## src/rtl/thumb_ctrl_config.svh

```systemverilog
`ifndef THUMB_CTRL_CONFIG_SVH
`define THUMB_CTRL_CONFIG_SVH

// width of a data word on the execute side
`define THUMB_WORD_W 32

// width of one Thumb instruction
`define THUMB_INSTR_W 16

// LDM/STM register list covers the low registers only
`define THUMB_REG_LIST_W 8

// bytes moved per register in a multiple transfer
`define THUMB_XFER_BYTES 4

`endif
```

## src/rtl/thumb_ctrl_pkg.sv

```systemverilog
`include "thumb_ctrl_config.svh"

package thumb_ctrl_pkg;

    // raw instruction as fetched
    typedef logic [`THUMB_INSTR_W-1:0] instr_t;

    // data word, also used for immediates and accumulator offsets
    typedef logic [`THUMB_WORD_W-1:0] word_t;

    // register file address, wide enough for all sixteen registers
    typedef logic [3:0] reg_addr_t;

    // LDM/STM register list taken from bits 7:0
    typedef logic [`THUMB_REG_LIST_W-1:0] reg_list_t;

    // number of registers moved so far in a multiple transfer
    typedef logic [3:0] xfer_count_t;

    // operation selected for the ALU
    typedef enum logic [3:0] {
        ALU_ADD = 4'd0,
        ALU_SUB = 4'd1,
        ALU_AND = 4'd2,
        ALU_XOR = 4'd3,
        ALU_OR  = 4'd4,
        ALU_LSL = 4'd5,
        ALU_LSR = 4'd6,
        ALU_ASR = 4'd7,
        ALU_ROR = 4'd8,
        ALU_ADC = 4'd9,
        ALU_SBC = 4'd10,
        ALU_MUL = 4'd11,
        ALU_BIC = 4'd12,
        ALU_NOT = 4'd13
    } alu_op_t;

    // where an ALU operand comes from
    // the accumulator source carries the controller's offset during LDM/STM
    typedef enum logic [1:0] {
        SRC_REG         = 2'd0,
        SRC_IMM         = 2'd1,
        SRC_ZERO        = 2'd2,
        SRC_ACCUMULATOR = 2'd3
    } alu_src_t;

    // source of the data written back into the register file
    typedef enum logic {
        WB_ALU    = 1'b0,
        WB_MEMORY = 1'b1
    } reg_data_src_t;

endpackage

```

## src/rtl/thumb_controller.sv

```systemverilog
`timescale 1ns/1ps

module thumb_controller (
    input  logic                          clk_i,
    input  logic                          reset_i,
    input  logic                          is_valid_i,
    input  thumb_ctrl_pkg::instr_t        instruction_i,

    output logic                          update_flag_o,
    output logic                          mem_write_en_o,
    output logic                          mem_read_en_o,
    output logic                          reg_write_en_o,
    output thumb_ctrl_pkg::reg_data_src_t reg_data_src_o,
    output thumb_ctrl_pkg::alu_src_t      alu_src_a_o,
    output thumb_ctrl_pkg::alu_src_t      alu_src_b_o,
    output thumb_ctrl_pkg::alu_op_t       alu_op_o,
    output logic                          stall_o,
    output logic                          reg_addr_from_ctrl_o,
    output logic                          dest_addr_from_ctrl_o,
    output thumb_ctrl_pkg::word_t         accumulator_imm_o,
    output thumb_ctrl_pkg::reg_addr_t     reg_file_addr_o
);

    logic                          dec_update_flag;
    logic                          dec_mem_write_en;
    logic                          dec_mem_read_en;
    logic                          dec_reg_write_en;
    thumb_ctrl_pkg::reg_data_src_t dec_reg_data_src;
    thumb_ctrl_pkg::alu_src_t      dec_alu_src_a;
    thumb_ctrl_pkg::alu_src_t      dec_alu_src_b;
    thumb_ctrl_pkg::alu_op_t       dec_alu_op;
    logic                          dec_is_multi;
    logic                          dec_multi_load;

    logic                          seq_stall;
    logic                          seq_transfer;
    logic                          seq_writeback_en;
    thumb_ctrl_pkg::reg_addr_t     seq_reg_file_addr;
    thumb_ctrl_pkg::word_t         seq_accumulator_imm;

    thumb_instr_decode u_decode (
        .instruction_i  (instruction_i),
        .update_flag_o  (dec_update_flag),
        .mem_write_en_o (dec_mem_write_en),
        .mem_read_en_o  (dec_mem_read_en),
        .reg_write_en_o (dec_reg_write_en),
        .reg_data_src_o (dec_reg_data_src),
        .alu_src_a_o    (dec_alu_src_a),
        .alu_src_b_o    (dec_alu_src_b),
        .alu_op_o       (dec_alu_op),
        .is_multi_o     (dec_is_multi),
        .multi_load_o   (dec_multi_load)
    );

    multi_transfer_sequencer u_sequencer (
        .clk_i             (clk_i),
        .reset_i           (reset_i),
        .active_i          (dec_is_multi && is_valid_i),
        .load_i            (dec_multi_load),
        .base_reg_i        (thumb_ctrl_pkg::reg_addr_t'(instruction_i[10:8])),
        .reg_list_i        (instruction_i[7:0]),
        .stall_o           (seq_stall),
        .transfer_o        (seq_transfer),
        .writeback_en_o    (seq_writeback_en),
        .reg_file_addr_o   (seq_reg_file_addr),
        .accumulator_imm_o (seq_accumulator_imm)
    );

    always_comb begin
        if (dec_is_multi) begin
            // LDM/STM drives the ALU with base plus the sequencer offset
            update_flag_o         = 1'b0;
            mem_write_en_o        = seq_transfer && !dec_multi_load;
            mem_read_en_o         = 1'b0;
            reg_write_en_o        = (seq_transfer && dec_multi_load) || seq_writeback_en;
            reg_data_src_o        = (seq_transfer && dec_multi_load) ?
                                    thumb_ctrl_pkg::WB_MEMORY : thumb_ctrl_pkg::WB_ALU;
            alu_src_a_o           = thumb_ctrl_pkg::SRC_REG;
            alu_src_b_o           = thumb_ctrl_pkg::SRC_ACCUMULATOR;
            alu_op_o              = thumb_ctrl_pkg::ALU_ADD;
            stall_o               = seq_stall;
            reg_addr_from_ctrl_o  = seq_transfer && !dec_multi_load;
            // LDM targets listed registers, STM only targets the base at the end
            dest_addr_from_ctrl_o = dec_multi_load || !seq_stall;
            accumulator_imm_o     = seq_accumulator_imm;
            reg_file_addr_o       = seq_reg_file_addr;
        end else begin
            update_flag_o         = dec_update_flag;
            mem_write_en_o        = dec_mem_write_en;
            mem_read_en_o         = dec_mem_read_en;
            reg_write_en_o        = dec_reg_write_en;
            reg_data_src_o        = dec_reg_data_src;
            alu_src_a_o           = dec_alu_src_a;
            alu_src_b_o           = dec_alu_src_b;
            alu_op_o              = dec_alu_op;
            stall_o               = 1'b0;
            reg_addr_from_ctrl_o  = 1'b0;
            dest_addr_from_ctrl_o = 1'b0;
            accumulator_imm_o     = '0;
            reg_file_addr_o       = '0;
        end
    end

endmodule

```

## src/rtl/multi_transfer_sequencer.sv

```systemverilog
`timescale 1ns/1ps

`include "thumb_ctrl_config.svh"

module multi_transfer_sequencer (
    input  logic                        clk_i,
    input  logic                        reset_i,
    input  logic                        active_i,
    input  logic                        load_i,
    input  thumb_ctrl_pkg::reg_addr_t   base_reg_i,
    input  thumb_ctrl_pkg::reg_list_t   reg_list_i,

    output logic                        stall_o,
    output logic                        transfer_o,
    output logic                        writeback_en_o,
    output thumb_ctrl_pkg::reg_addr_t   reg_file_addr_o,
    output thumb_ctrl_pkg::word_t       accumulator_imm_o
);

    localparam int LIST_W = `THUMB_REG_LIST_W;
    localparam int IDX_W  = $clog2(LIST_W);

    // registers of the list that still have to be transferred
    thumb_ctrl_pkg::reg_list_t   mask_q;
    thumb_ctrl_pkg::xfer_count_t count_q;

    thumb_ctrl_pkg::reg_list_t   remaining;
    thumb_ctrl_pkg::reg_list_t   pick_onehot;
    thumb_ctrl_pkg::xfer_count_t list_count;
    thumb_ctrl_pkg::xfer_count_t slot;
    logic [IDX_W-1:0]            low_idx;
    logic [IDX_W-1:0]            high_idx;
    logic [IDX_W-1:0]            pick_idx;
    logic                        base_in_list;

    assign remaining = reg_list_i & mask_q;

    // stall as long as any listed register is left
    assign stall_o    = active_i && (remaining != '0);
    assign transfer_o = stall_o;

    always_comb begin
        low_idx    = '0;
        high_idx   = '0;
        list_count = '0;
        // downward scan leaves the lowest set bit, upward scan the highest
        for (int i = LIST_W - 1; i >= 0; i--) begin
            if (remaining[i]) begin
                low_idx = IDX_W'(i);
            end
        end
        for (int i = 0; i < LIST_W; i++) begin
            if (remaining[i]) begin
                high_idx = IDX_W'(i);
            end
            if (reg_list_i[i]) begin
                list_count = list_count + 4'd1;
            end
        end
    end

    // STM walks upwards through the list and LDM walks downwards
    assign pick_idx    = load_i ? high_idx : low_idx;
    assign pick_onehot = thumb_ctrl_pkg::reg_list_t'(1) << pick_idx;

    // LDM fills from the top of the block, so its slot counts down from N-1
    assign slot = load_i ? (list_count - 4'd1 - count_q) : count_q;

    assign base_in_list = (base_reg_i < thumb_ctrl_pkg::reg_addr_t'(LIST_W)) &&
                          reg_list_i[base_reg_i[IDX_W-1:0]];

    always_comb begin
        if (stall_o) begin
            reg_file_addr_o   = thumb_ctrl_pkg::reg_addr_t'(pick_idx);
            accumulator_imm_o = thumb_ctrl_pkg::word_t'(slot) * `THUMB_XFER_BYTES;
        end else begin
            // final cycle moves the base register on by the whole block
            reg_file_addr_o   = base_reg_i;
            accumulator_imm_o = thumb_ctrl_pkg::word_t'(list_count) * `THUMB_XFER_BYTES;
        end
    end

    // a loaded base register keeps the value read from memory
    assign writeback_en_o = active_i && !stall_o && (!load_i || !base_in_list);

    always_ff @(posedge clk_i) begin
        if (reset_i || !active_i || !stall_o) begin
            mask_q  <= '1;
            count_q <= '0;
        end else begin
            mask_q  <= mask_q & ~pick_onehot;
            count_q <= count_q + 4'd1;
        end
    end

endmodule

```

## src/rtl/thumb_instr_decode.sv

```systemverilog
`timescale 1ns/1ps

module thumb_instr_decode (
    input  thumb_ctrl_pkg::instr_t        instruction_i,

    output logic                          update_flag_o,
    output logic                          mem_write_en_o,
    output logic                          mem_read_en_o,
    output logic                          reg_write_en_o,
    output thumb_ctrl_pkg::reg_data_src_t reg_data_src_o,
    output thumb_ctrl_pkg::alu_src_t      alu_src_a_o,
    output thumb_ctrl_pkg::alu_src_t      alu_src_b_o,
    output thumb_ctrl_pkg::alu_op_t       alu_op_o,
    output logic                          is_multi_o,
    output logic                          multi_load_o
);

    // group 00 sub-opcodes from bits 13:11
    localparam logic [2:0] SH_LSL_IMM = 3'b000;
    localparam logic [2:0] SH_LSR_IMM = 3'b001;
    localparam logic [2:0] SH_ASR_IMM = 3'b010;
    localparam logic [2:0] SH_ADD_SUB = 3'b011;
    localparam logic [2:0] SH_MOV_IMM = 3'b100;
    localparam logic [2:0] SH_CMP_IMM = 3'b101;
    localparam logic [2:0] SH_ADD_IMM = 3'b110;
    localparam logic [2:0] SH_SUB_IMM = 3'b111;

    logic [2:0] shift_code;
    logic [3:0] dp_code;

    assign shift_code = instruction_i[13:11];
    assign dp_code    = instruction_i[9:6];

    // LDM/STM is only flagged here, the sequencing happens on the execute side
    assign is_multi_o   = (instruction_i[15:12] == 4'b1100);
    assign multi_load_o = instruction_i[11];

    always_comb begin
        update_flag_o  = 1'b0;
        mem_write_en_o = 1'b0;
        mem_read_en_o  = 1'b0;
        reg_write_en_o = 1'b0;
        reg_data_src_o = thumb_ctrl_pkg::WB_ALU;
        alu_src_a_o    = thumb_ctrl_pkg::SRC_REG;
        alu_src_b_o    = thumb_ctrl_pkg::SRC_REG;
        alu_op_o       = thumb_ctrl_pkg::ALU_ADD;

        casez (instruction_i[15:10])
            6'b00????: begin
                // nearly every instruction here updates flags and writes a register
                update_flag_o  = 1'b1;
                reg_write_en_o = 1'b1;
                case (shift_code)
                    SH_LSL_IMM: begin
                        alu_op_o    = thumb_ctrl_pkg::ALU_LSL;
                        alu_src_b_o = thumb_ctrl_pkg::SRC_IMM;
                    end
                    SH_LSR_IMM: begin
                        alu_op_o    = thumb_ctrl_pkg::ALU_LSR;
                        alu_src_b_o = thumb_ctrl_pkg::SRC_IMM;
                    end
                    SH_ASR_IMM: begin
                        alu_op_o    = thumb_ctrl_pkg::ALU_ASR;
                        alu_src_b_o = thumb_ctrl_pkg::SRC_IMM;
                    end
                    SH_ADD_SUB: begin
                        // bit 10 selects the 3-bit immediate form, bit 9 selects subtract
                        if (instruction_i[9]) begin
                            alu_op_o = thumb_ctrl_pkg::ALU_SUB;
                        end
                        if (instruction_i[10]) begin
                            alu_src_b_o = thumb_ctrl_pkg::SRC_IMM;
                        end
                    end
                    SH_MOV_IMM: begin
                        alu_src_a_o = thumb_ctrl_pkg::SRC_ZERO;
                        alu_src_b_o = thumb_ctrl_pkg::SRC_IMM;
                    end
                    SH_CMP_IMM: begin
                        alu_op_o       = thumb_ctrl_pkg::ALU_SUB;
                        alu_src_b_o    = thumb_ctrl_pkg::SRC_IMM;
                        reg_write_en_o = 1'b0;
                    end
                    SH_ADD_IMM: begin
                        alu_src_b_o = thumb_ctrl_pkg::SRC_IMM;
                    end
                    SH_SUB_IMM: begin
                        alu_op_o    = thumb_ctrl_pkg::ALU_SUB;
                        alu_src_b_o = thumb_ctrl_pkg::SRC_IMM;
                    end
                    default: ;
                endcase
            end
            6'b010000: begin
                update_flag_o  = 1'b1;
                reg_write_en_o = 1'b1;
                case (dp_code)
                    4'd0:  alu_op_o = thumb_ctrl_pkg::ALU_AND;
                    4'd1:  alu_op_o = thumb_ctrl_pkg::ALU_XOR;
                    4'd2:  alu_op_o = thumb_ctrl_pkg::ALU_LSL;
                    4'd3:  alu_op_o = thumb_ctrl_pkg::ALU_LSR;
                    4'd4:  alu_op_o = thumb_ctrl_pkg::ALU_ASR;
                    4'd5:  alu_op_o = thumb_ctrl_pkg::ALU_ADC;
                    4'd6:  alu_op_o = thumb_ctrl_pkg::ALU_SBC;
                    4'd7:  alu_op_o = thumb_ctrl_pkg::ALU_ROR;
                    4'd8: begin
                        // TST only sets flags
                        alu_op_o       = thumb_ctrl_pkg::ALU_AND;
                        reg_write_en_o = 1'b0;
                    end
                    4'd9: begin
                        // NEG is computed as 0 - Rm
                        alu_op_o    = thumb_ctrl_pkg::ALU_SUB;
                        alu_src_a_o = thumb_ctrl_pkg::SRC_ZERO;
                    end
                    4'd10: begin
                        alu_op_o       = thumb_ctrl_pkg::ALU_SUB;
                        reg_write_en_o = 1'b0;
                    end
                    4'd11: begin
                        alu_op_o       = thumb_ctrl_pkg::ALU_ADD;
                        reg_write_en_o = 1'b0;
                    end
                    4'd12: alu_op_o = thumb_ctrl_pkg::ALU_OR;
                    4'd13: alu_op_o = thumb_ctrl_pkg::ALU_MUL;
                    4'd14: alu_op_o = thumb_ctrl_pkg::ALU_BIC;
                    default: alu_op_o = thumb_ctrl_pkg::ALU_NOT;
                endcase
            end
            6'b011???: begin
                // address is base plus immediate, bit 11 picks load over store
                alu_src_b_o    = thumb_ctrl_pkg::SRC_IMM;
                reg_data_src_o = thumb_ctrl_pkg::WB_MEMORY;
                if (instruction_i[11]) begin
                    mem_read_en_o  = 1'b1;
                    reg_write_en_o = 1'b1;
                end else begin
                    mem_write_en_o = 1'b1;
                end
            end
            default: ;
        endcase
    end

endmodule

```

## config.mk

```make
export PLATFORM = sky130hd
export DESIGN_NAME = thumb_controller
export DESIGN_NICKNAME = d
export VERILOG_FILES = /design/src/rtl/thumb_ctrl_pkg.sv /design/src/rtl/thumb_controller.sv /design/src/rtl/multi_transfer_sequencer.sv /design/src/rtl/thumb_instr_decode.sv
export VERILOG_INCLUDE_DIRS = /design/src /design/src/rtl
export SDC_FILE = /design/constraint.sdc
export NUM_CORES = 1
export LEC_CHECK = 0
export BUFFER_PORTS_ARGS = -buffer_cell sky130_fd_sc_hd__buf_4
export CORE_MARGIN = 1
export CORE_UTILIZATION = 43
export CTS_CLUSTER_DIAMETER = 50
export DETAILED_ROUTE_END_ITERATION = 12
export PLACE_DENSITY = 0.69
export SLEW_MARGIN = 20
export SYNTH_ARGS = -nofsm -noshare
export SYNTH_HDL_FRONTEND = slang
export SYNTH_SLANG_ARGS = --single-unit
```

## constraint.sdc

```tcl
create_clock -name clk_i -period 12.05 [get_ports clk_i]
set_input_delay 1.205 -clock clk_i [delete_from_list [all_inputs] [get_ports clk_i]]
set_output_delay 1.205 -clock clk_i [all_outputs]
set_load 0.05 [all_outputs]
```

==> results of run 1 <==
per-layer routing:
metal | vias up | share of wire (%)
li1 | 1055 | -
met1 | 974 | 49
met2 | 62 | 47
met3 | 2 | 3.7
met4 | 0 | 0.20
met5 | - | 0
state kept, by name (all words and copies together) (netlist names):
signal and cells:
u_sequencer.count_q 4, u_sequencer.mask_q 8
worst register-to-register path, stage by stage (launching register included):
cell and delay [ps]:
dfxtp_1 330, and2_1 150, a21oi_1 80, and3_1 190
nand2_1 110, and2_1 360, nand2_1 230, nor2_1 470
nand2_1 110
cells in the final DEF (no fill, tap or decap), types with 2 or more instances in the layout:
cell type  synthesis  routed
xor2_1             4       4
nand2_1           39      39
mux4_2             3       3
conb_1             1      30
nor2b_1            2       2
o2111ai_1          3       3
and2_1             6       6
a211oi_1           6       6
dfxtp_1           12      12
and3_1             4       4
mux2i_1            6       6
ha_1              12      12
buf_4             37      40
a21boi_0           2       2
o22ai_1            5       5
or2_2              2       2
o41ai_1            2       2
or3_1              3       3
inv_1             18      18
o21ai_0           19      19
nand4_1            3       3
nand3_1            7       7
a21oi_1           17      17
clkbuf_8           1       4
xnor2_1           11      11
nor3_1             5       5
nand2b_1           5       5
nand4b_1           2       2
a21o_1             3       3
o21a_1             3       3
nor2_1            26      26
report_power, final:
group	total [mW]	internal, mW	switching (mW)	leakage, nW
clock network	0.0437	0.0288	0.0149	0.0288
registers	0.0399	0.0398	0.0000872	0.0970
logic	0.148	0.0554	0.0921	1.02
total	0.231	0.124	0.107	1.14
how the worst max path moves through the flow:
stage | end | depth (start not counted) | startpoint | slack [ps]
finish | accumulator_imm_o[5] | 24 | instruction_i[0] | 4990
global route | accumulator_imm_o[5] | 24 | instruction_i[0] | 4670
CTS | accumulator_imm_o[5] | 23 | instruction_i[0] | 5000
detailed placement | accumulator_imm_o[5] | 23 | instruction_i[0] | 5020
global placement | accumulator_imm_o[5] | 23 | instruction_i[0] | 5140
floorplan | accumulator_imm_o[3] | 19 | instruction_i[0] | 5030
cells by family (layout without fill, tap and decap cells):
group	Yosys count	count (layout)
multiplexers	9	9
flip-flops	12	12
other	1	30
adder cells (fa/ha/maj)	13	13
buffers and inverters	65	63
AO/OA/AOI/OAI	72	72
AND/OR/NAND/NOR	114	114
XOR/XNOR	18	18
area by class of cell:
class / instances / share of cell area [%]
multi-input combinational: 256 / 68.75
sequential: 12 / 10.00
clock buffer: 4 / 2.292
inverter: 19 / 2.969
tap: 67 / 3.490
timing repair buffer: 40 / 12.50
==> metrics.txt, run 1 <==
main combinational cell family by area after synthesis simple AND/OR/NAND/NOR gates; Synth Area in Compound Gates 21.53%; GR Util met3 1.920%; fmax 141.7 MHz; wire per inst 12.42 µm; Vias/cell 5.259; Reg2Reg Depth 8; placed cell area 2347 µm²; crit path launch type input pin; FFs w/ async S/R, synth 0%; H-tree depth 1; post_cts resized 0; Cell Area, Synth 2191 µm²; # port buffers 40; P&R area growth vs syn 9.651%; ANT nets after route 0; mux cell area share after synthesis 5.825%; Synth Warn # 0; max incr delay on CP 430 ps; clock-pin slew on the worst setup and hold paths 60 ps; First-pass DRT Iterations 4; count of cell types in the netlist 60; total track usage 18.50%; run status finished clean; Slew Viols, Final 0; worst hold margin 466.3 ps; Simple-Gate Fraction of Synth Area 25.70%; CP cell instances buf_4, inv_1, ha_1, xor2_1, ha_1, and2b_2, o41ai_1, nor3_1, ha_1, xnor2_1, a32oi_2, nand2_1, inv_1, ha_1, nand2_1, o21ai_1, ha_1, a21o_1, a21oi_1, nor3_1, o22ai_1, o21a_1, o211ai_2, buf_4; HP Class flop to flop; Post-Layout Cell Count 398; setup slack on the worst flop-to-flop path 9880 ps; worst slack at placement 5019 ps; min cycle time layout 7056 ps; post-layout instance area 2402 µm²; initial antenna violation count 0; Slew @ Worst Pin 542.8 ps; Core Region 4817 µm²; CTS root buf clkbuf_8; most instantiated cells after synthesis 39 x nand2_1, 37 x buf_4, 26 x nor2_1, 19 x o21ai_0, 18 x inv_1; XOR/XNOR Fraction of Synth Area 9.423%; Adder-Cell Fraction of Synth Area 7.767%; Worst R2R End u_sequencer.mask_q[4]; Post-CTS Setup Inserts 0; largest net degree at the start of global routing 20; n_diodes 0; Fin. Hold Viols 0; die area 5385 µm²; final wirelength 4945 µm; CP dominant cell by count ha_1; min-delay src u_sequencer.mask_q[7]; global routing usage on met2 30.45%; area taken by multi-input logic gates 1652 µm²; Yosys top cell area share 12.68%; die width 73.38 µm; # clock sinks 12; worst setup margin 4994 ps; Worst slew margin 63.68%; syn_area_per_cell 7.207 µm²; nets 364; Layout Skew 5.040 ps; hold path cells 2; synth top area cells buf_4 13%, dfxtp_1 11%, ha_1 6.9%, nand2_1 6.7%, nor2_1 4.5%; CP top delay family adder cells; Detail Placement HPWL 3962 µm; starting density of the core 45.48%; CP Capture Type output port; Reg area 240.2 µm²; RSZ-0062 raised after global routing false; Max FO, Critical Path 10; reg2reg start u_sequencer.mask_q[2]; Tot Pwr 0.2311 mW; setup TNS 0 ps; grt peak-use layer met2; hold endpoint u_sequencer.mask_q[7]; CP max-delay cell ha_1; synthesis-stage register bit count 12; setup violators final 0; Main synth FF type dfxtp_1; Routability Congestion 0.8512; crit path DAT 5850 ps; met1 Track Usage GR 26.68%; first-pass GRT wire length 7990 µm; crit share post-route 58.56%; share of cells above drive strength 1 18.73%; Rows 25; vias 2093; EDFF count, synth 0; drt drc 0; cts hold-fix bufs 0; share of the core filled with cells 49.87%; register area share after synthesis 10.97%; CTS tree done; worst skew pair latency 240 ps; Fill cells 509; VDD IR-drop max 0.00007385 V; crit path kind input pin to output port; CP required 10850 ps; vias in the first global route 1758; Max-Cap Viols 0; Yosys top cell by area buf_4; Pwr Density 96.21 nW/µm²; Placed Cells 394; total grt overflow 0; DIE HEIGHT 73.38 µm; cell with the most instances after synthesis nand2_1; Max Root-Sink Buffers 2; Static Leakage 1.142 nW; CP bufs+invs 4; number of CTS-inserted buffers 3; Ports 71; Cells after Synth 304; iteration-0 DRC count of the detailed router 71
Note: power is estimated with default switching activity, not from simulation.
==> inputs of run 2 (changes only) <==
clock period = 6.9 ns   (was 12.05 ns; I/O delays follow)
==> metrics.txt, run 2 (synthesis results as in run 1) <==
HP Class flop to flop; CTS root buf clkbuf_8; # port buffers 40 (unchanged); share of cells above drive strength 1 18.73% (unchanged); P&R area growth vs syn 9.651% (unchanged); Worst slew margin 63.78% (+0.10 points); die area 5385 µm² (unchanged); CTS tree done; crit path kind input pin to output port; placed cell area 2347 µm² (unchanged); Sw Pwr 0.1872 mW (+75%); Reg2Reg Depth 8 (unchanged); min-delay src u_sequencer.mask_q[7]; max incr delay on CP 420 ps (about the same); Slew @ Worst Pin 541.3 ps (-1.538 ps); Max FO, Critical Path 10 (unchanged); crit path launch type input pin; n_diodes 0 (unchanged); Pwr Density 168.1 nW/µm² (+75%); fmax 166.4 MHz; worst skew pair latency 240 ps (about the same); Largest regs u_sequencer.mask_q: 8 flops, u_sequencer.count_q: 4 flops; Post-CTS Setup Inserts 0 (unchanged); cts hold-fix bufs 0 (unchanged); iteration-0 DRC count of the detailed router 96 (+35%); final wirelength 4958 µm (+0.26%); Max-Cap Viols 0 (unchanged); CP bufs+invs 4 (unchanged); CP Capture Type output port; Vias/cell 5.304 (+0.86%); H-tree depth 1 (unchanged); Internal 0.2167 mW (+75%); wire per inst 12.46 µm (+0.26%); CP max-delay cell ha_1; # clock sinks 12 (unchanged); run status finished clean; starting density of the core 45.48% (unchanged); Core Region 4817 µm² (unchanged); DIE HEIGHT 73.38 µm (unchanged); clock-pin slew on the worst setup and hold paths 60 ps (about the same); drt drc 0 (unchanged); largest net degree at the start of global routing 20 (unchanged); die width 73.38 µm (unchanged); max FFs per register 8 (unchanged); CP dominant cell by count ha_1; vias in the first global route 1743 (-0.85%); post_cts resized 0 (unchanged); share of the core filled with cells 49.87% (unchanged); ANT nets after route 0 (unchanged); Routability Congestion 0.8511 (about the same); setup violators final 0 (unchanged); VDD IR-drop max 0.0001283 V (+74%); Sequential Power Share 17.3% (about the same); Clk network pwr share 18.7% (-0.2 points); commonest non-fill, non-tap cells in the layout 40 x buf_4, 39 x nand2_1, 30 x conb_1; min cycle time layout 6011 ps; Rows 25 (unchanged); logic gate share of total power 64.0% (+0.2 points); Fin. Hold Viols 0 (unchanged); Largest Register u_sequencer.mask_q; hold endpoint u_sequencer.mask_q[7]; Worst R2R End u_sequencer.count_q[1]; setup TNS 0 ps (unchanged); vias 2111 (+0.86%); First-pass DRT Iterations 4 (unchanged); CP required 6210 ps (-4640 ps); post-layout instance area 2402 µm² (unchanged); RSZ-0062 raised after global routing false; Layout Skew 6.566 ps (+1.527 ps); total track usage 18.40% (-0.099 points); setup slack on the worst flop-to-flop path 4760 ps (-5120 ps); Ports 71 (unchanged); commonest non-fill, non-tap cell in the layout buf_4; CP top delay family adder cells; crit share post-route 87.11%; reg2reg start u_sequencer.mask_q[2]; first-pass GRT wire length 7845 µm (-1.8%); Detail Placement HPWL 3957 µm (-0.14%); Slew Viols, Final 0 (unchanged); switch share 46.35% (about the same); Max Root-Sink Buffers 2 (unchanged); initial antenna violation count 0 (unchanged); total grt overflow 0 (unchanged); hold path cells 2 (unchanged); number of CTS-inserted buffers 3 (unchanged); Static Leakage 1.142 nW (unchanged); CP cell instances buf_4, inv_1, ha_1, xor2_1, ha_1, and2b_2, o41ai_1, nor3_1, ha_1, xnor2_1, a32oi_2, nand2_1, inv_1, ha_1, nand2_1, o21ai_1, ha_1, a21o_1, a21oi_1, nor3_1, o22ai_1, o21a_1, o211ai_2, buf_4; crit path DAT 5320 ps (-530 ps); nets 364 (unchanged)
## run 2: final cells by class
| class | count | area (µm²) |
|---|---|---|
| flip-flops and latches | 12 | 240.2 |
| clock buffers | 4 | 55.05 |
| fillers | 516 | 2415 |
| multi-input cells | 256 | 1652 |
| repair buffers | 40 | 300.3 |
| inverters | 19 | 71.32 |
| well taps | 67 | 83.83 |
## run 2: worst max-delay path by stage
stage                      from                   end  depth (start not counted)
2_1_floorplan  instruction_i[0]  accumulator_imm_o[3]                         19
3_3_place_gp   instruction_i[0]  accumulator_imm_o[5]                         23
3_5_place_dp   instruction_i[0]  accumulator_imm_o[5]                         23
4_1_cts        instruction_i[0]  accumulator_imm_o[5]                         23
5_1_grt        instruction_i[0]  accumulator_imm_o[5]                         24
6_report       instruction_i[0]  accumulator_imm_o[5]                         24
## run 2: stage by stage
stage / std cells / hold slack (ps) / setup WS [ps] / total power, mW
2_1_floorplan: 333 / 434.8 / 909.2 / 0.2983
3_3_place_gp: 394 / 454.4 / 1022 / 0.3243
3_5_place_dp: 394 / 460.5 / 902.1 / 0.3288
4_1_cts: 398 / 468.0 / 880.1 / 0.4065
5_1_grt: 398 / 487.1 / 548.4 / 0.4382
6_report: 398 / 468.7 / 889.1 / 0.4039
## run 2: worst register-to-register path: stages, from the launching register on
cell and delay [ps]:
dfxtp_1 330, and2_1 150, a21oi_1 80, and3_1 190, nand2_1 110, and2_1 340, nand2_1 220, nor2_1 470
and2_1 190
## run 2: layer usage
layer | vias up | wire length (µm) | global-route usage, %
met4 | 0 | 0 | 3.205
met3 | 0 | 194 | 1.646
met5 | - | 0 | 0
met2 | 58 | 2365 | 30.56
met1 | 995 | 2399 | 26.17
li1 | 1058 | - | -
## run 2: power by group through the flow
stage,Sequential (mW),Combinational [mW],Clock (mW)
3_5_place_dp,0.0711,0.258,0
4_1_cts,0.0697,0.259,0.0779
2_1_floorplan,0.0711,0.227,0
5_1_grt,0.0696,0.286,0.0829
6_report,0.0697,0.259,0.0757
3_3_place_gp,0.0711,0.253,0
